==> src/source/dcache_consts.svh <==
/*
 * L1 data cache memory constants
 * Geometry of the tag and data arrays, the word and tag widths and the
 * number of read ports that compete for the arrays.
 */

`ifndef DCACHE_CONSTS_SVH
`define DCACHE_CONSTS_SVH

// set associativity
`define DCACHE_NUM_WAYS 4

// one data bank per word offset in a line
`define DCACHE_NUM_BANKS 4

// rows in every array
`define DCACHE_NUM_SETS 16

// stored tag, valid bit not included
`define DCACHE_TAG_WIDTH 8

`define DCACHE_WORD_WIDTH 32

// read ports into the arbiter
`define DCACHE_NUM_PORTS 3

`endif

==> src/source/dcache_addr_pkg.sv <==
/*
 * L1 data cache address types
 * Fields that select a location in the arrays: tag, set index,
 * bank select, plus the way and read-port vectors.
 */

`include "dcache_consts.svh"

package dcache_addr_pkg;

  //////////////////////
  // address fields
  //////////////////////

  typedef logic [`DCACHE_TAG_WIDTH-1:0] tag_t;

  typedef logic [$clog2(`DCACHE_NUM_SETS)-1:0] set_idx_t;

  // word offset in a line, equal to the bank number
  typedef logic [$clog2(`DCACHE_NUM_BANKS)-1:0] bank_sel_t;

  //////////////////////
  // selectors
  //////////////////////

  typedef logic [$clog2(`DCACHE_NUM_PORTS)-1:0] port_idx_t;

  // one bit per way
  typedef logic [`DCACHE_NUM_WAYS-1:0] way_mask_t;

  // one bit per read port
  typedef logic [`DCACHE_NUM_PORTS-1:0] port_mask_t;

endpackage

==> src/source/dcache_sram.sv <==
/*
 * L1 data cache storage array
 * Single-port synchronous array with one lane per way. A read returns
 * all lanes of a row one cycle later, a write updates the masked lanes.
 */

`timescale 1ns/1ns

`include "dcache_consts.svh"

module dcache_sram #(
  parameter type         lane_t   = logic,
  parameter int unsigned NumWords = 16
) (
  input  logic                                  clk_i,
  input  logic                                  rst_ni,
  input  logic                                  req_i,
  input  logic                                  we_i,
  input  dcache_addr_pkg::way_mask_t            way_we_i,
  input  logic [$clog2(NumWords)-1:0]           addr_i,
  input  lane_t [`DCACHE_NUM_WAYS-1:0]          wdata_i,
  output lane_t [`DCACHE_NUM_WAYS-1:0]          rdata_o
);

  lane_t [`DCACHE_NUM_WAYS-1:0] mem_q [NumWords];
  lane_t [`DCACHE_NUM_WAYS-1:0] rdata_q;

  // cleared on reset so every valid bit starts low
  always_ff @(posedge clk_i or negedge rst_ni) begin
    if (!rst_ni) begin
      for (int i = 0; i < NumWords; i++) begin
        mem_q[i] <= '0;
      end
      rdata_q <= '0;
    end else if (req_i) begin
      if (we_i) begin
        for (int w = 0; w < `DCACHE_NUM_WAYS; w++) begin
          if (way_we_i[w]) begin
            mem_q[addr_i][w] <= wdata_i[w];
          end
        end
      end else begin
        rdata_q <= mem_q[addr_i];
      end
    end
  end

  assign rdata_o = rdata_q;

endmodule
==> config.mk <==
export PLATFORM = sky130hd
export DESIGN_NAME = dcache_sram
export DESIGN_NICKNAME = d
export VERILOG_FILES = /design/src/source/dcache_addr_pkg.sv /design/src/source/dcache_sram.sv
export VERILOG_INCLUDE_DIRS = /design/src /design/src/source
export SDC_FILE = /design/constraint.sdc
export NUM_CORES = 1
export LEC_CHECK = 0
export BUFFER_PORTS_ARGS = -buffer_cell sky130_fd_sc_hd__buf_4
export CAP_MARGIN = 20
export CORE_MARGIN = 1.5
export CORE_UTILIZATION = 29
export CTS_CLUSTER_DIAMETER = 60
export CTS_CLUSTER_SIZE = 24
export DETAILED_ROUTE_END_ITERATION = 8
export PLACE_DENSITY = 0.42
export SLEW_MARGIN = 20
export SYNTH_ARGS = -nofsm -noshare
export SYNTH_HDL_FRONTEND = slang
export SYNTH_SLANG_ARGS = --single-unit
==> constraint.sdc <==
create_clock -name clk_i -period 1.7 [get_ports clk_i]
set_input_delay 0.425 -clock clk_i [delete_from_list [all_inputs] [get_ports clk_i]]
set_output_delay 0.425 -clock clk_i [all_outputs]
set_load 0.02 [all_outputs]
==> impl_metrics.csv <==
group,metric,value,unit
status,outcome,"finished clean",
logic_synthesis,synthFlopType,"dfrtp_1",
layout,num_antenna_cells,0,
logic_synthesis,ys_top_cells_by_count,"dfrtp_1, mux2_2, nand2_1, nor2_1",
worst_setup_path,cp_num_cells,7,
min_path,worst_hold_path_type,"in -> reg",
logic_synthesis,syn_nets,312,
detailed_routing,vias,2412,
worst_setup_path,cp-start-kind,"input port",
logic_synthesis,synthDominantCellAreaShare,48.28,%
logic_synthesis,synth_xor_area_share,0,%
detailed_routing,wl,9352,um
layout,fillers,1184,
logic_synthesis,yosysWarningCount,0,
layout,layoutNonFillerInstCount,501,
sta,setup_viol,0,
floorplanning,num_rows,40,
clock_tree,clk_path_buf_depth,2,
logic_synthesis,synth_cell_types,31,
worst_setup_path,path_buf_inv,3,
worst_setup_path,cp.required,1.92,ns
worst_setup_path,cpMostUsedCell,"buf_4",
worst_setup_path,critPathKind,"in -> reg",
floorplanning,coreArea,11910,um^2
worst_setup_path,critPathCapture,"mem_q[52]",
sta,maxSlewHeadroom,77.00,%
clock_tree,htreeDepth,3,
logic_synthesis,seq_area_frac_synth,48.28,%
floorplanning,die_x,113.2,um
logic_synthesis,syn_area,3525,um^2
clock_tree,cts_buffers,9,
logic_synthesis,synth_simple_gate_area_share,15.23,%
sta,period_needed,1.440,ns
global_routing,overflow,0,
worst_setup_path,max_stage_delay,0.27,ns
power_and_ir_drop,p_leak,1.974,nW
floorplanning,die_h,113.2,um
detailed_routing,dr.pass1.iters,5,
logic_synthesis,synth_area_leaders,"dfrtp_1, mux2_2, mux4_2",
global_routing,grt_pass1_vias,2547,
clock_tree,post_cts_buffers,0,
worst_setup_path,rrSetupSlack,0.30,ns
worst_setup_path,cpLargestDelayFamily,"buffers and inverters",
detailed_routing,final_antenna_net_count,0,
placement,globalplace.congestion,0.7876,
logic_synthesis,synth-compound-area-share,2.272,%
placement,place_area,4075,um^2
layout,syn_to_final_growth,24.00,%
logic_synthesis,yosysMostFrequentCell,"dfrtp_1",
worst_setup_path,path_cells,"buf_4 -> nand2b_1 -> buf_4 -> nor3_2 -> buf_4 -> nand2_1 -> mux2_2",
sta,slew_violations,0,
logic_synthesis,synth_area_per_cell,11.91,um^2
global_routing,antenna_found_initial,0,
logic_synthesis,synth_edf_count,0,
logic_synthesis,synth_mux_area_share,30.92,%
worst_setup_path,cp_max_fo,16,
worst_setup_path,r2r-start,"mem_q[38]",
logic_synthesis,synth_top_family_by_area,"multiplexers",
sta,fin_crit_sh,84.73,%
logic_synthesis,synth-adder-area-share,0,%
worst_setup_path,arrival,1.66,ns
sta,hold_ws,0.4029,ns
min_path,holdPathStages,2,
worst_setup_path,r2r_end,"rdata_o[2]",
power_and_ir_drop,fin_total_pwr,4.462,mW
sta,timing.fmax,694.3,MHz
floorplanning,dieArea,12820,um^2
flow_run,drv_cap,0,
layout,drive_gt1_share,44.07,%
global_routing,grt_first_pass_wirelength,15260,um
clock_tree,cts.repair.resized,0,
clock_tree,clock_latency,0.33,ns
worst_setup_path,startpoint,"addr_i[0]",
global_routing,grt_max_degree,51,
sta,tightest_slew,0.3432,ns
clock_tree,ctsHoldBuffers,1,
floorplanning,initial_utilization,29.59,%
floorplanning,ioPinCount,20,
placement,post-dp-hpwl,6735,um
clock_tree,clkTransAtPathRegs,0.05,ns
clock_tree,cts_num_sinks,68,
detailed_routing,vias_per_cell,4.814,
worst_setup_path,r2r_cells,4,
power_and_ir_drop,p_per_area,1021,nW/um^2
sta,fin_worst_skew,0.004779,ns
detailed_routing,drtIter0Drc,136,
logic_synthesis,synthCells,296,
global_routing,grtUsageTotal,16.16,%
logic_synthesis,ys_ff_latch,68,
clock_tree,root_buffer,"clkbuf_16",
layout,nets,366,
worst_setup_path,crit_path_top_delay_cell,"mux2_2",
placement,dp_cells,485,
layout,final_cell_area,4370,um^2
sta,final_hold_viol_count,0,
placement,port-buffer-count,19,
detailed_routing,drcViolationCount,0,
power_and_ir_drop,ir_worst_vdd,0.5124,mV
worst_setup_path,crit_path_end_kind,"flop",
clock_tree,cts_tree,"built",
logic_synthesis,synth-async-reset-ratio,100.0,%
detailed_routing,wl_per_cell,18.67,um
sta,rsz0062_at_grt,"no",
logic_synthesis,synth_largest_area_cell,"dfrtp_1",
[worst min path at each step]
stage          slack, ns  startpoint          to
2_1_floorplan       0.13      rst_ni    mem_q[0]
6_report            0.40   addr_i[3]  rdata_o[2]
3_3_place_gp        0.33      rst_ni    mem_q[8]
3_5_place_dp        0.33      rst_ni    mem_q[8]
4_1_cts             0.40   addr_i[3]  rdata_o[2]
5_1_grt             0.42   addr_i[3]  rdata_o[2]
[sequential cells by signal, indices dropped and copies added (netlist names)]
register and flops:
rdata_o 4, mem_q 64
[metrics by stage]
| stage | utilization, % | TNS, ns | setup WS [ns] |
|---|---|---|---|
| finish | 36.69 | 0 | 0.2596 |
| global placement | 34.21 | -1.555 | -0.1181 |
| CTS | 36.69 | 0 | 0.2222 |
| detailed placement | 34.21 | -1.784 | -0.1302 |
| floorplan | - | 0 | 0.08371 |
| global route | 36.69 | 0 | 0.1769 |
[layout make-up]
cell class | count | area, um^2 | share of cell area (%)
Timing Repair Buffer | 62 | 493.0 | 11.28
Tap cell | 147 | 183.9 | 4.208
Sequential cell | 68 | 1702 | 38.93
Clock inverter | 2 | 35.03 | 0.8016
Clock buffer | 13 | 250.2 | 5.726
Multi-Input combinational cell | 209 | 1707 | 39.05
[power breakdown]
| group | internal [mW] | switching (mW) | total, mW |
|---|---|---|---|
| combinational | 0.366 | 0.299 | 0.666 |
| clock | 1.17 | 0.684 | 1.85 |
| sequential | 1.84 | 0.110 | 1.95 |
[routing by layer]
metal / global-route usage [%] / up-vias / share of wire, %
li1: - / 1166 / -
met1: 22.41 / 1203 / 48
met2: 24.65 / 34 / 47
met3: 3.803 / 9 / 3.6
met4: 6.000 / 0 / 1.5
met5: 0 / - / 0
[placed cells by master (no fill, tap or decap), types with 3 or more instances in the layout]
cell,netlist,final
a31oi_1,4,4
and3_1,5,5
buf_4,1,59
clkbuf_1,4,3
clkbuf_16,0,9
dfrtp_1,68,68
mux2_2,64,64
mux2i_1,11,11
mux4_2,11,11
nand2_1,46,46
nand2b_1,4,4
nand3_1,9,9
nor2_1,29,29
nor2b_1,3,3
nor3_2,4,4
o22ai_1,3,3
[cell families (layout without fill, tap and decap cells)]
| logic type | Yosys count | after routing |
|---|---|---|
| AO/OA/AOI/OAI | 12 | 12 |
| buffers and inverters | 19 | 77 |
| flip-flops | 68 | 68 |
| multiplexers | 87 | 87 |
| AND/OR/NAND/NOR | 110 | 110 |
[worst reg2reg max path, delay by kind of cell, from the launching register on]
family / cells / cell delay, ns
AOI/OAI and AO/OA: 2 / 0.16
DFF: 1 / 0.37
muxes: 2 / 0.76
Note: power is estimated with default switching activity, not from simulation.
