--- config.mk ---
export PLATFORM = sky130hd
export DESIGN_NAME = dcache_hit_select
export DESIGN_NICKNAME = d
export VERILOG_FILES = /design/src/source/dcache_addr_pkg.sv /design/src/source/dcache_data_pkg.sv /design/src/source/dcache_hit_select.sv
export VERILOG_INCLUDE_DIRS = /design/src /design/src/source
export SDC_FILE = /design/constraint.sdc
export NUM_CORES = 1
export LEC_CHECK = 0
export BUFFER_PORTS_ARGS = -buffer_cell sky130_fd_sc_hd__buf_2
export CELL_PAD_IN_SITES_DETAIL_PLACEMENT = 1
export CELL_PAD_IN_SITES_GLOBAL_PLACEMENT = 1
export CORE_AREA = 2 2 243 245
export CTS_BUF_LIST = sky130_fd_sc_hd__clkbuf_4 sky130_fd_sc_hd__clkbuf_8
export DETAILED_ROUTE_END_ITERATION = 10
export DIE_AREA = 0 0 245 247
export HOLD_SLACK_MARGIN = 0.12
export MAX_ROUTING_LAYER = met4
export PLACE_DENSITY_LB_ADDON = 0.1
export RECOVER_POWER = 100
export SLEW_MARGIN = 20
export SYNTH_ARGS = -nofsm -noshare
export SYNTH_HDL_FRONTEND = slang
export SYNTH_SLANG_ARGS = --single-unit
--- constraint.sdc ---
create_clock -name clk_i -period 3.18 [get_ports clk_i]
set_clock_uncertainty 0.15 [all_clocks]
set_input_delay 0.159 -clock clk_i [delete_from_list [all_inputs] [get_ports clk_i]]
set_output_delay 0.159 -clock clk_i [all_outputs]
set_load 0.005 [all_outputs]
--- src/source/dcache_consts.svh ---
/*
 * L1 data cache memory constants
 * Geometry of the tag and data arrays, the word and tag widths and the
 * number of read ports that compete for the arrays.
 */

`ifndef DCACHE_CONSTS_SVH
`define DCACHE_CONSTS_SVH

// set associativity
`define DCACHE_NUM_WAYS 4

// one data bank per word offset in a line
`define DCACHE_NUM_BANKS 4

// rows in every array
`define DCACHE_NUM_SETS 16

// stored tag, valid bit not included
`define DCACHE_TAG_WIDTH 8

`define DCACHE_WORD_WIDTH 32

// read ports into the arbiter
`define DCACHE_NUM_PORTS 3

`endif

--- src/source/dcache_addr_pkg.sv ---
/*
 * L1 data cache address types
 * Fields that select a location in the arrays: tag, set index,
 * bank select, plus the way and read-port vectors.
 */

`include "dcache_consts.svh"

package dcache_addr_pkg;

  //////////////////////
  // address fields
  //////////////////////

  typedef logic [`DCACHE_TAG_WIDTH-1:0] tag_t;

  typedef logic [$clog2(`DCACHE_NUM_SETS)-1:0] set_idx_t;

  // word offset in a line, equal to the bank number
  typedef logic [$clog2(`DCACHE_NUM_BANKS)-1:0] bank_sel_t;

  //////////////////////
  // selectors
  //////////////////////

  typedef logic [$clog2(`DCACHE_NUM_PORTS)-1:0] port_idx_t;

  // one bit per way
  typedef logic [`DCACHE_NUM_WAYS-1:0] way_mask_t;

  // one bit per read port
  typedef logic [`DCACHE_NUM_PORTS-1:0] port_mask_t;

endpackage

--- src/source/dcache_data_pkg.sv ---
/*
 * L1 data cache content types
 * What the arrays hold: data words, tag entries with their valid bit,
 * and a full cacheline as delivered by a refill.
 */

`include "dcache_consts.svh"

package dcache_data_pkg;

  //////////////////////
  // stored content
  //////////////////////

  typedef logic [`DCACHE_WORD_WIDTH-1:0] word_t;

  // valid bit on top, tag below
  typedef logic [`DCACHE_TAG_WIDTH:0] tag_entry_t;

  // word k of the line sits at bits k*WORD_WIDTH and up
  typedef logic [`DCACHE_NUM_BANKS*`DCACHE_WORD_WIDTH-1:0] line_t;

  //////////////////////
  // entry fields
  //////////////////////

  // index of the valid bit inside a tag entry
  localparam int unsigned TagEntryVldBit = `DCACHE_TAG_WIDTH;

endpackage

--- src/source/dcache_hit_select.sv ---
/*
 * L1 data cache hit select
 * Second pipeline stage. Takes the late tag of the granted port, compares
 * it against every valid way and returns the word of the hitting way.
 */

`timescale 1ns/1ns

`include "dcache_consts.svh"

module dcache_hit_select (
  input  logic                                                 clk_i,
  input  logic                                                 rst_ni,
  input  logic                                                 lookup_en_i,
  input  dcache_addr_pkg::port_idx_t                           sel_port_i,
  input  dcache_addr_pkg::bank_sel_t                           sel_off_i,
  // tags arrive one cycle after the grant
  input  dcache_addr_pkg::tag_t      [`DCACHE_NUM_PORTS-1:0]   rd_tag_i,
  input  dcache_data_pkg::tag_entry_t [`DCACHE_NUM_WAYS-1:0]   tag_rdata_i,
  input  dcache_data_pkg::word_t
         [`DCACHE_NUM_BANKS-1:0][`DCACHE_NUM_WAYS-1:0]         bank_rdata_i,
  output dcache_addr_pkg::way_mask_t                           rd_vld_bits_o,
  output dcache_addr_pkg::way_mask_t                           rd_hit_oh_o,
  output dcache_data_pkg::word_t                               rd_data_o
);

  import dcache_addr_pkg::*;
  import dcache_data_pkg::*;

  logic      lookup_en_q;
  port_idx_t sel_port_q;
  bank_sel_t sel_off_q;
  tag_t      cmp_tag;
  way_mask_t vld_bits;
  way_mask_t hit_oh;
  word_t     hit_word;

  always_ff @(posedge clk_i or negedge rst_ni) begin
    if (!rst_ni) begin
      lookup_en_q <= 1'b0;
      sel_port_q  <= '0;
      sel_off_q   <= '0;
    end else begin
      lookup_en_q <= lookup_en_i;
      sel_port_q  <= sel_port_i;
      sel_off_q   <= sel_off_i;
    end
  end

  //////////////////////
  // tag compare
  //////////////////////

  assign cmp_tag = rd_tag_i[sel_port_q];

  // the stored tags are unique per set, so at most one way matches
  for (genvar w = 0; w < `DCACHE_NUM_WAYS; w++) begin : gen_cmp
    assign vld_bits[w] = tag_rdata_i[w][TagEntryVldBit];
    assign hit_oh[w]   = lookup_en_q & vld_bits[w]
                       & (tag_rdata_i[w][`DCACHE_TAG_WIDTH-1:0] == cmp_tag);
  end

  //////////////////////
  // word select
  //////////////////////

  // and-or mux over the registered bank, zero on a miss
  always_comb begin : p_word_sel
    hit_word = '0;
    for (int w = 0; w < `DCACHE_NUM_WAYS; w++) begin
      hit_word = hit_word | (bank_rdata_i[sel_off_q][w] & {`DCACHE_WORD_WIDTH{hit_oh[w]}});
    end
  end

  assign rd_vld_bits_o = vld_bits;
  assign rd_hit_oh_o   = hit_oh;
  assign rd_data_o     = hit_word;

endmodule

==> flow_metrics.env <==
export IMPL_syn2layout_area_growth_pct=79.9
export IMPL_htreeDepth=1
export IMPL_seqPwrFrac_pct=6.3
export IMPL_grt_overflow=0
export IMPL_leakagePower_uw=0.00421
export IMPL_drtIter0Drc=261
export IMPL_critPathSlowestCell="dfrtp_2"
export IMPL_grt_pass1_vias=8468
export IMPL_path_cells="buf_12 > mux2_4 > mux2_2 > xor2_1 > nor4_4 > buf_4 > buf_8 > nand3_1 > nand4_1 > clkbuf_1"
export IMPL_synth_ff_type="dfrtp_1"
export IMPL_power_switching_share_pct=42.6
export IMPL_dp_hpwl_um=40800
export IMPL_fill_cells=6955
export IMPL_synth_distinct_cells=46
export IMPL_clk_path_buf_depth=2
export IMPL_gp_congestion=0.804
export IMPL_track_usage_pct=14.9
export IMPL_dr_total_vias=7343
export IMPL_syn_nets=1076
export IMPL_relSlewSlack_pct=58.5
export IMPL_clk_pin_slew_ps=40
export IMPL_synthCells=497
export IMPL_switchingPower_uw=607
export IMPL_ys_warn_count=0
export IMPL_setup_ws_ps=142
export IMPL_drive_above_1_share_pct=72.5
export IMPL_fin_util_pct=16.9
export IMPL_grt_pass1_wl_um=62700
export IMPL_start_kind="flip-flop"
export IMPL_total_power_uw=1420
export IMPL_cts_root_buffer="clkbuf_8"
export IMPL_drcViolationCount=0
export IMPL_internal_power_uw=816
export IMPL_p_comb_share_pct=84.8
export IMPL_critPathKind="flip-flop to output port"
export IMPL_hold_viol=0
export IMPL_ys_seq_area_share_pct=2.29
export IMPL_numCtsBuffers=3
export IMPL_slew_violations=0
export IMPL_max_stage_delay_ps=430
export IMPL_rsz0062_at_grt="no"
export IMPL_port_buffers=618
export IMPL_die_area_mm2=0.0605
export IMPL_max_freq_mhz=329
export IMPL_grt_antenna_before_repair=17
export IMPL_min_period_over_period_pct=95.5
export IMPL_die_h_um=247
export IMPL_critPathMaxFanout=20
export IMPL_first_pass_iters=6
export IMPL_post_place_ws_ps=107
export IMPL_viasPerCell=3.89
export IMPL_clockPowerShare_pct=8.9
export IMPL_tightest_slew_ps=621
export IMPL_grt_start_max_net_pins=34
export IMPL_synth_avg_cell_area_um2=11.0
export IMPL_setup_viol=0
export IMPL_synth_enable_flop_cells=0
export IMPL_die_w_um=245
export IMPL_worst_setup_path_end_kind="output port"
export IMPL_initial_core_util_pct=9.37
export IMPL_drt_total_wl_um=46200
export IMPL_clock_sinks=5
export IMPL_layout_min_cycle_time_ps=3040
export IMPL_core_area_mm2=0.0582
export IMPL_rows=89
export IMPL_ys_async_sr_fraction_pct=100
export IMPL_io_pins=619
export IMPL_syn_cell_area_mm2=0.00546
export IMPL_status="complete, no violations"
export IMPL_cp_data_arrival_time_ps=2730
export IMPL_maxCapViolCount=0
export IMPL_crit_required_ps=2870
export IMPL_hp_class="input port to asynchronous set/reset pin"
export IMPL_drt_wirelength_per_cell_um=24.5
export IMPL_p_per_area_mw_per_mm2=145
export IMPL_drtAntennaViolNets=0
export IMPL_peakVddDrop_mv=0.0960
export IMPL_cts_tree="done"
export IMPL_synth_seq_cells=5
export IMPL_nets=1684
export IMPL_tns_ps=0
-- registers in the layout (all words and copies together), names as in the netlist --
signal	cells
sel_port_q	2
lookup_en_q	1
sel_off_q	2
-- cell usage after synthesis, types with 4 or more instances --
| master | number | share of area (%) |
|---|---|---|
| buf_2 | 23 | 2.1 |
| buf_4 | 8 | 1.1 |
| buf_6 | 6 | 1.2 |
| clkbuf_1 | 24 | 1.7 |
| dfrtp_1 | 5 | 2.3 |
| mux2i_1 | 9 | 1.7 |
| mux2i_2 | 4 | 1.0 |
| mux4_2 | 128 | 53 |
| nand2_1 | 11 | 0.76 |
| nand2b_1 | 13 | 1.5 |
| nand3_1 | 107 | 9.8 |
| nand4_1 | 41 | 4.7 |
| nand4b_1 | 6 | 0.96 |
| nor2b_1 | 7 | 0.80 |
| nor3_1 | 9 | 0.83 |
| nor3b_1 | 18 | 2.5 |
| nor4_4 | 5 | 1.9 |
| o2111ai_1 | 5 | 0.80 |
| o221ai_1 | 4 | 0.64 |
| xor2_1 | 18 | 2.9 |
-- cell type report --
cell class | instances | area [um^2] | area share [%]
Multi-Input combinational cell | 427 | 5010 | 51.0
Antenna cell | 13 | 32.5 | 0.331
Tap cell | 773 | 967 | 9.85
Timing Repair Buffer | 668 | 3630 | 37.0
Sequential cell | 5 | 134 | 1.36
Clock buffer | 4 | 48.8 | 0.497
-- per-layer routing --
| layer | GRT usage, % | share of wire, % | up-vias | wire length (um) |
|---|---|---|---|---|
| met1 | 17.2 | 40 | 3638 | 18300 |
| met5 | - | 0 | - | 0 |
| met4 | 0.681 | 0.32 | 0 | 148 |
| met3 | 3.05 | 6.7 | 8 | 3120 |
| met2 | 27.8 | 53 | 332 | 24700 |
| li1 | - | - | 3365 | - |
-- worst max-delay path, delay by kind of cell, from the launching register on --
family	cells	cell delay, ps
buffers and inverters	4	730
multiplexers	2	620
XOR/XNOR	1	200
flip-flops	1	430
AND/OR/NAND/NOR	3	500
-- how the worst max path moves through the flow --
stage,startpoint,cells past startpoint,slack [ps],end
after floorplan,sel_port_q[0],8,880,rd_data_o[11]
after global placement,sel_port_q[0],9,100,rd_data_o[14]
after detailed placement,sel_port_q[0],9,110,rd_data_o[24]
after CTS,sel_port_q[0],9,30,rd_data_o[14]
after global routing,sel_port_q[0],10,10,rd_data_o[3]
final,sel_port_q[0],10,140,rd_data_o[0]
-- power groups by stage --
| stage | combinational, uW | sequential, uW | clock (uW) |
|---|---|---|---|
| after floorplan | 580 | 70.7 | 0 |
| after global placement | 1220 | 92.6 | 0 |
| after detailed placement | 1220 | 92.7 | 0 |
| after CTS | 1240 | 91.8 | 130 |
| after global routing | 1310 | 92.7 | 136 |
| final | 1210 | 89.3 | 126 |
-- repair_timing --
item	in CTS	in global routing
buffers inserted	1	2
endpoints found under the setup margin	27	9
pin swaps	1	1
hold endpoints to repair	10	0
hold buffers	6	0
gates resized for setup	3	4
-- cell usage in the layout (no fill, tap or decap), drive strengths merged, types with 7 or more instances in the layout --
cell    synthesis  layout
clkbuf         24      37
nand3         107     107
nand2b         13      13
nand2          11      11
diode           0      13
mux4          128     128
nor3           11      11
nand4          41      41
xor2           20      20
buf            41     629
mux2i          15      15
nor2b           7       7
nor3b          19      19
-- per-stage QoR --
step	area [um^2]	hold WS [ps]	std cells
floorplan	5460	-287	497
global placement	9630	-169	1864
detailed placement	9630	-168	1864
CTS	9750	142	1875
global route	9810	211	1886
finish	9820	184	1890
-- logic make-up after synthesis --
group	Yosys count	synth area share [%]
xor+xnor	23	3.97
compound gates	20	3.03
buf+inv	65	6.67
simple gates	237	26.7
flops	5	2.29
mux	147	57.3
Power figures use the tool's default switching activity.
