`src/source/dcache_consts.svh`:
```
/*
 * L1 data cache memory constants
 * Geometry of the tag and data arrays, the word and tag widths and the
 * number of read ports that compete for the arrays.
 */

`ifndef DCACHE_CONSTS_SVH
`define DCACHE_CONSTS_SVH

// set associativity
`define DCACHE_NUM_WAYS 4

// one data bank per word offset in a line
`define DCACHE_NUM_BANKS 4

// rows in every array
`define DCACHE_NUM_SETS 16

// stored tag, valid bit not included
`define DCACHE_TAG_WIDTH 8

`define DCACHE_WORD_WIDTH 32

// read ports into the arbiter
`define DCACHE_NUM_PORTS 3

`endif

```
`src/source/dcache_addr_pkg.sv`:
```
/*
 * L1 data cache address types
 * Fields that select a location in the arrays: tag, set index,
 * bank select, plus the way and read-port vectors.
 */

`include "dcache_consts.svh"

package dcache_addr_pkg;

  //////////////////////
  // address fields
  //////////////////////

  typedef logic [`DCACHE_TAG_WIDTH-1:0] tag_t;

  typedef logic [$clog2(`DCACHE_NUM_SETS)-1:0] set_idx_t;

  // word offset in a line, equal to the bank number
  typedef logic [$clog2(`DCACHE_NUM_BANKS)-1:0] bank_sel_t;

  //////////////////////
  // selectors
  //////////////////////

  typedef logic [$clog2(`DCACHE_NUM_PORTS)-1:0] port_idx_t;

  // one bit per way
  typedef logic [`DCACHE_NUM_WAYS-1:0] way_mask_t;

  // one bit per read port
  typedef logic [`DCACHE_NUM_PORTS-1:0] port_mask_t;

endpackage

```
`src/source/dcache_bank_arbiter.sv`:
```
/*
 * L1 data cache bank arbiter
 * First pipeline stage. Masks low-priority reads when a high-priority read
 * is pending, picks one read round-robin and routes it, the cacheline write
 * or the word write onto the tag array and the data banks.
 */

`timescale 1ns/1ns

`include "dcache_consts.svh"

module dcache_bank_arbiter (
  input  logic                                                 clk_i,
  input  logic                                                 rst_ni,
  // read ports
  input  dcache_addr_pkg::port_mask_t                          rd_req_i,
  input  dcache_addr_pkg::port_mask_t                          rd_prio_i,
  input  dcache_addr_pkg::port_mask_t                          rd_tag_only_i,
  input  dcache_addr_pkg::set_idx_t  [`DCACHE_NUM_PORTS-1:0]   rd_idx_i,
  input  dcache_addr_pkg::bank_sel_t [`DCACHE_NUM_PORTS-1:0]   rd_off_i,
  output dcache_addr_pkg::port_mask_t                          rd_ack_o,
  // cacheline write
  input  logic                                                 wr_cl_vld_i,
  input  dcache_addr_pkg::way_mask_t                           wr_cl_we_i,
  input  dcache_addr_pkg::set_idx_t                            wr_cl_idx_i,
  // word write
  input  dcache_addr_pkg::way_mask_t                           wr_req_i,
  input  dcache_addr_pkg::set_idx_t                            wr_idx_i,
  input  dcache_addr_pkg::bank_sel_t                           wr_off_i,
  output logic                                                 wr_ack_o,
  // tag array
  output dcache_addr_pkg::way_mask_t                           tag_req_o,
  output logic                                                 tag_we_o,
  output dcache_addr_pkg::set_idx_t                            tag_idx_o,
  // data banks
  output logic                       [`DCACHE_NUM_BANKS-1:0]   bank_req_o,
  output logic                       [`DCACHE_NUM_BANKS-1:0]   bank_we_o,
  output dcache_addr_pkg::set_idx_t  [`DCACHE_NUM_BANKS-1:0]   bank_idx_o,
  output dcache_addr_pkg::way_mask_t [`DCACHE_NUM_BANKS-1:0]   bank_way_we_o,
  // to hit select
  output logic                                                 lookup_en_o,
  output dcache_addr_pkg::port_idx_t                           sel_port_o,
  output dcache_addr_pkg::bank_sel_t                           sel_off_o
);

  import dcache_addr_pkg::*;

  port_mask_t rd_req_prio;
  port_mask_t rd_req_masked;
  port_idx_t  rr_q, rr_d;
  port_idx_t  sel_port;
  bank_sel_t  sel_off;
  logic       rd_any;
  logic       rd_gnt;
  logic       rd_data_req;
  logic       wr_collision;

  //////////////////////
  // read arbitration
  //////////////////////

  // any high-priority request hides all low-priority ones
  assign rd_req_prio   = rd_req_i & rd_prio_i;
  assign rd_req_masked = (|rd_req_prio) ? rd_req_prio : rd_req_i;

  // first requester at or after the pointer wins
  always_comb begin : p_rr_pick
    int unsigned idx;
    sel_port = rr_q;
    rd_any   = 1'b0;
    for (int unsigned i = 0; i < `DCACHE_NUM_PORTS; i++) begin
      idx = (rr_q + i) % `DCACHE_NUM_PORTS;
      if (!rd_any && rd_req_masked[idx]) begin
        rd_any   = 1'b1;
        sel_port = port_idx_t'(idx);
      end
    end
  end

  // a refill stalls every read
  assign rd_gnt = rd_any & ~wr_cl_vld_i;

  always_comb begin
    rd_ack_o = '0;
    if (rd_gnt) begin
      rd_ack_o[sel_port] = 1'b1;
    end
  end

  // pointer moves past the winner, and only on a grant
  assign rr_d = (sel_port == port_idx_t'(`DCACHE_NUM_PORTS - 1)) ? '0 : sel_port + 1'b1;

  always_ff @(posedge clk_i or negedge rst_ni) begin
    if (!rst_ni) begin
      rr_q <= '0;
    end else if (rd_gnt) begin
      rr_q <= rr_d;
    end
  end

  assign sel_off     = rd_off_i[sel_port];
  assign lookup_en_o = rd_gnt;
  assign sel_port_o  = sel_port;
  assign sel_off_o   = sel_off;

  //////////////////////
  // tag array
  //////////////////////

  // reads look up all ways, refills write the selected ones
  assign tag_req_o = wr_cl_vld_i ? wr_cl_we_i : {`DCACHE_NUM_WAYS{rd_gnt}};
  assign tag_we_o  = wr_cl_vld_i;
  assign tag_idx_o = wr_cl_vld_i ? wr_cl_idx_i : rd_idx_i[sel_port];

  //////////////////////
  // data banks
  //////////////////////

  assign rd_data_req  = rd_gnt & ~rd_tag_only_i[sel_port];
  assign wr_collision = rd_data_req & (sel_off == wr_off_i);
  assign wr_ack_o     = (|wr_req_i) & ~wr_cl_vld_i & ~wr_collision;

  always_comb begin : p_bank_req
    bank_req_o    = '0;
    bank_we_o     = '0;
    bank_idx_o    = '0;
    bank_way_we_o = '0;
    if (wr_cl_vld_i) begin
      // refill writes every bank of the selected ways
      bank_req_o = '1;
      bank_we_o  = '1;
      for (int k = 0; k < `DCACHE_NUM_BANKS; k++) begin
        bank_idx_o[k]    = wr_cl_idx_i;
        bank_way_we_o[k] = wr_cl_we_i;
      end
    end else begin
      if (rd_data_req) begin
        bank_req_o[sel_off] = 1'b1;
        bank_idx_o[sel_off] = rd_idx_i[sel_port];
      end
      // word write shares the cycle when it targets another bank
      if (wr_ack_o) begin
        bank_req_o[wr_off_i]    = 1'b1;
        bank_we_o[wr_off_i]     = 1'b1;
        bank_idx_o[wr_off_i]    = wr_idx_i;
        bank_way_we_o[wr_off_i] = wr_req_i;
      end
    end
  end

endmodule

```
`config.mk`:
```
export PLATFORM = sky130hd
export DESIGN_NAME = dcache_bank_arbiter
export DESIGN_NICKNAME = d
export VERILOG_FILES = /design/src/source/dcache_addr_pkg.sv /design/src/source/dcache_bank_arbiter.sv
export VERILOG_INCLUDE_DIRS = /design/src /design/src/source
export SDC_FILE = /design/constraint.sdc
export NUM_CORES = 1
export LEC_CHECK = 0
export BUFFER_PORTS_ARGS = -buffer_cell sky130_fd_sc_hd__buf_2
export CORE_MARGIN = 1
export CORE_UTILIZATION = 39
export CTS_CLUSTER_DIAMETER = 80
export DETAILED_ROUTE_END_ITERATION = 8
export PLACE_DENSITY_LB_ADDON = 0.3
export SLEW_MARGIN = 30
export SYNTH_ARGS = -nofsm -noshare
export SYNTH_HDL_FRONTEND = slang
export SYNTH_SLANG_ARGS = --single-unit
```
`constraint.sdc`:
```
create_clock -name clk_i -period 3.29 [get_ports clk_i]
set_clock_uncertainty 0.1 [all_clocks]
set_input_delay 0.329 -clock clk_i [delete_from_list [all_inputs] [get_ports clk_i]]
set_output_delay 0.329 -clock clk_i [all_outputs]
set_load 0.02 [all_outputs]
```
==> results.rst <==
.. list-table::
   :header-rows: 1

   * - Metric
     - Value
   * - Status
     - complete, but fails checks
   * - Failing checks
     - negative setup slack
   * - Cell count of the worst reg-to-reg path
     - 10
   * - Setup tns final
     - -2.78 ns
   * - Flip-flop count of the largest register after layout
     - 2
   * - # placed instances
     - around 390
   * - Width of the die
     - between 60 and 70 um
   * - H-tree depth
     - 1
   * - Kind of start point of the critical path
     - register
   * - Hold crit path type
     - input pin to asynchronous set/reset pin
   * - Final Hold Slack
     - 0.377 ns
   * - RR Endpoint
     - rr_q[0]
   * - Die height
     - about 66 um
   * - CTS buffer count
     - 3
   * - Pleak
     - 1.38 nW
   * - Number of warning messages in the yosys log
     - 0
   * - Flip-flop cell with the highest count after synthesis
     - dfrtp_1
   * - Via count of the first global-routing pass
     - 2,053
   * - Clock sink count
     - 2
   * - FFs w/ async S/R, synth
     - 1.00
   * - Unrepaired setup endpoints after global routing
     - true
   * - Final Instance Area
     - about 2900 um2
   * - Final antenna-violating net count
     - 0
   * - Total cell area at the placement stage
     - between 2000 and 2500 um2
   * - Slew margin rel.
     - 0.540
   * - Simple-gate area share of the yosys netlist
     - 0.225
   * - Count of maximum capacitance violations
     - 0
   * - Launch point of the worst reg-to-reg path
     - rr_q[1]
   * - Final WL
     - between 6000 and 7000 um
   * - Number of antenna violations at the first check in global routing
     - 0
   * - Effective utilization at floorplan
     - 0.424
   * - Post-detailed-route DRC marker count
     - 0
   * - Gr ovfl total
     - 0
   * - Final weighted congestion of routability-driven global placement
     - about 0.96
   * - Endpoints failing setup
     - 37
   * - Crit path arrival time
     - about 3.0 ns
   * - Final Cycle Share
     - 1.04
   * - Wire length of the first global-routing pass
     - between 9000 and 10,000 um
   * - Synth Area in Adders
     - 0.0218
   * - IO Count
     - between 100 and 150
   * - Largest registers
     - rr_q x2
   * - Number of slew-limit violations in the final report
     - 0
   * - Endpoint required time on the critical path
     - 2.86 ns
   * - Number of nets in the synthesized netlist
     - between 200 and 300
   * - Xor-xnor portion of the synthesized cell area
     - 0.0109
   * - Setup slack of the worst register-to-register path
     - roughly 0.9 ns
   * - Final-report hold violation count
     - 0
   * - Crit. End Element
     - output port
   * - Setup Crit Path Kind
     - register to output port
   * - Number of input and output port buffers inserted
     - between 100 and 150
   * - Number of vias per cell
     - slightly below 6
   * - Post-synthesis compound-gate area fraction
     - 0.451
   * - Area Overhead vs Synth
     - 80.5%
   * - EDFF count, synth
     - 0
   * - Routed length per placed instance
     - about 16 um
   * - Syn Std Cell Area
     - 1610 um2
   * - Register bit count reported by yosys
     - 2
   * - Area of the die
     - about 4400 um2
   * - Worst-path fanout max
     - 7
   * - Core area
     - ~3800 um2
   * - Combinational family with the most area after synthesis
     - compound AO/OA/AOI/OAI gates
   * - Clock network latency to the later pin of the worst-skew pair
     - ~0.21 ns
   * - Count of non-filler cells in the finished layout
     - 402
   * - Highest Clock Rate
     - slightly below 0.3 GHz
   * - Total number of vias
     - about 2,400
   * - Number of distinct library cell variants in the gate-level netlist after synthesis
     - 56
   * - Layout cells sized above 1
     - 0.616
   * - Maximum root-to-sink buffer count
     - 2
   * - Site row count
     - 22
   * - Worst path setup slack after routing
     - -0.146 ns
   * - CTS root buf
     - clkbuf_8
   * - Antenna diode instance count
     - 0
   * - Worst Max-Slew Pin Slew
     - between 0.6 and 0.7 ns
   * - Worst-path clk slew
     - around 0.03 ns
   * - Total power after layout
     - roughly 3.1 mW
   * - Total Nets Final
     - 406
   * - Ratio of total power to cell area
     - ~1100 nW/um2
   * - Mux share of post-synthesis cell area
     - 0.146
   * - Half-perimeter wire length of the detailed placement result
     - 4410 um
   * - Portion of the post-synthesis area used by sequential elements
     - 0.0311
   * - Cells after synthesis
     - around 220
   * - Pin count of the biggest net entering global routing
     - 37
   * - Avg Cell Area, Syn
     - between 7 and 8 um2
   * - Clock period minus worst slack
     - 3.44 ns
   * - CTS tree
     - yes
   * - Aggregate global-route resource usage
     - 0.266
   * - Worst voltage drop across the vdd grid
     - about 1000 uV
   * - Iteration count of the initial detailed-routing pass
     - 5
   * - Largest register by flop count
     - rr_q
   * - DRT iter0 DRCs
     - 243
-- per-layer routing --
metal	vias up	global-route usage	wire length, um
met3	12	0.0138	341
li1	1133	-	-
met2	124	0.481	3360
met4	0	0.0452	111
met5	-	0	0
met1	1090	0.349	2660
-- per-stage QoR --
stage | utilization | setup WS (ns)
final | 0.765 | -0.146
after global routing | 0.765 | -0.250
after CTS | 0.695 | -0.0653
after detailed placement | 0.625 | -0.0515
after global placement | 0.625 | -0.0390
after floorplan | - | -0.0324
-- power by group --
part	leakage, nW	internal, mW	switching (mW)
Combinational	1.33	1.41	1.57
Clock	0.0216	0.0772	0.0178
Sequential	0.0241	0.0368	0.0129
Total	1.38	1.53	1.60
-- critical path, cell delays in order (launching register included) --
cell,delay [ns]
dfrtp_1,0.42
ha_4,0.34
inv_4,0.06
o311a_1,0.29
o211ai_1,0.23
o21a_4,0.22
buf_8,0.14
inv_8,0.04
nor2_4,0.11
o2bb2ai_4,0.18
nand3b_1,0.20
buf_6,0.15
mux2i_2,0.23
buf_4,0.18
-- logic make-up after synthesis --
logic type | after synthesis
AO/OA/AOI/OAI | 89
XOR/XNOR | 2
adder cells (fa/ha/maj) | 3
buffers and inverters | 29
flip-flops | 2
multiplexers | 23
AND/OR/NAND/NOR | 69
-- synth_stat cells, drive strengths merged (6+ instances only) --
cell / instances / share of area
inv: 8 / 0.023
nor3: 8 / 0.025
buf: 15 / 0.076
a21oi: 27 / 0.084
mux2i: 19 / 0.12
nand2: 22 / 0.051
o211ai: 9 / 0.045
clkbuf: 6 / 0.014
nor2: 15 / 0.040
a32o: 16 / 0.099
a21o: 6 / 0.028
-- layout by cell type (no fill, tap or decap), types with 4 or more instances in the layout --
| master | netlist | final |
|---|---|---|
| a21o_1 | 6 | 6 |
| a21oi_1 | 27 | 23 |
| a21oi_2 | 0 | 4 |
| a32o_1 | 16 | 16 |
| and2_1 | 5 | 4 |
| buf_2 | 5 | 82 |
| buf_4 | 2 | 50 |
| buf_6 | 7 | 19 |
| mux2i_1 | 19 | 8 |
| mux2i_2 | 0 | 8 |
| nand2_1 | 22 | 20 |
| nor2_1 | 14 | 11 |
| nor3_1 | 8 | 6 |
| o211ai_1 | 8 | 8 |
-- what timing repair did --
item	4_1_cts	5_1_grt
hold buffers	1	0
gates resized for setup	40	54
hold endpoints to repair	2	0
gates cloned	0	1
pin swaps	21	5
setup endpoints to repair	45	45
setup buffers	7	5
-- how the worst max path moves through the flow --
stage | startpoint | to | slack, ns | cells past startpoint
6_report | rr_q[1] | bank_idx_o[5] | -0.15 | 13
5_1_grt | rr_q[1] | bank_idx_o[5] | -0.25 | 13
2_1_floorplan | rr_q[0] | bank_idx_o[0] | -0.03 | 14
3_3_place_gp | rr_q[0] | bank_way_we_o[12] | -0.04 | 14
4_1_cts | rr_q[1] | bank_req_o[2] | -0.07 | 14
3_5_place_dp | rr_q[0] | bank_way_we_o[13] | -0.05 | 14
-- layout make-up --
| cell class | instances | area (um2) |
|---|---|---|
| Clock buffer | 3 | 41.3 |
| Sequential cell | 2 | 50.0 |
| Inverter | 8 | 45.0 |
| Multi-Input combinational cell | 187 | 1670 |
| Tap cell | 48 | 60.1 |
| Fill cell | 272 | 892 |
| Timing Repair Buffer | 154 | 1040 |
Power figures use the tool's default switching activity.
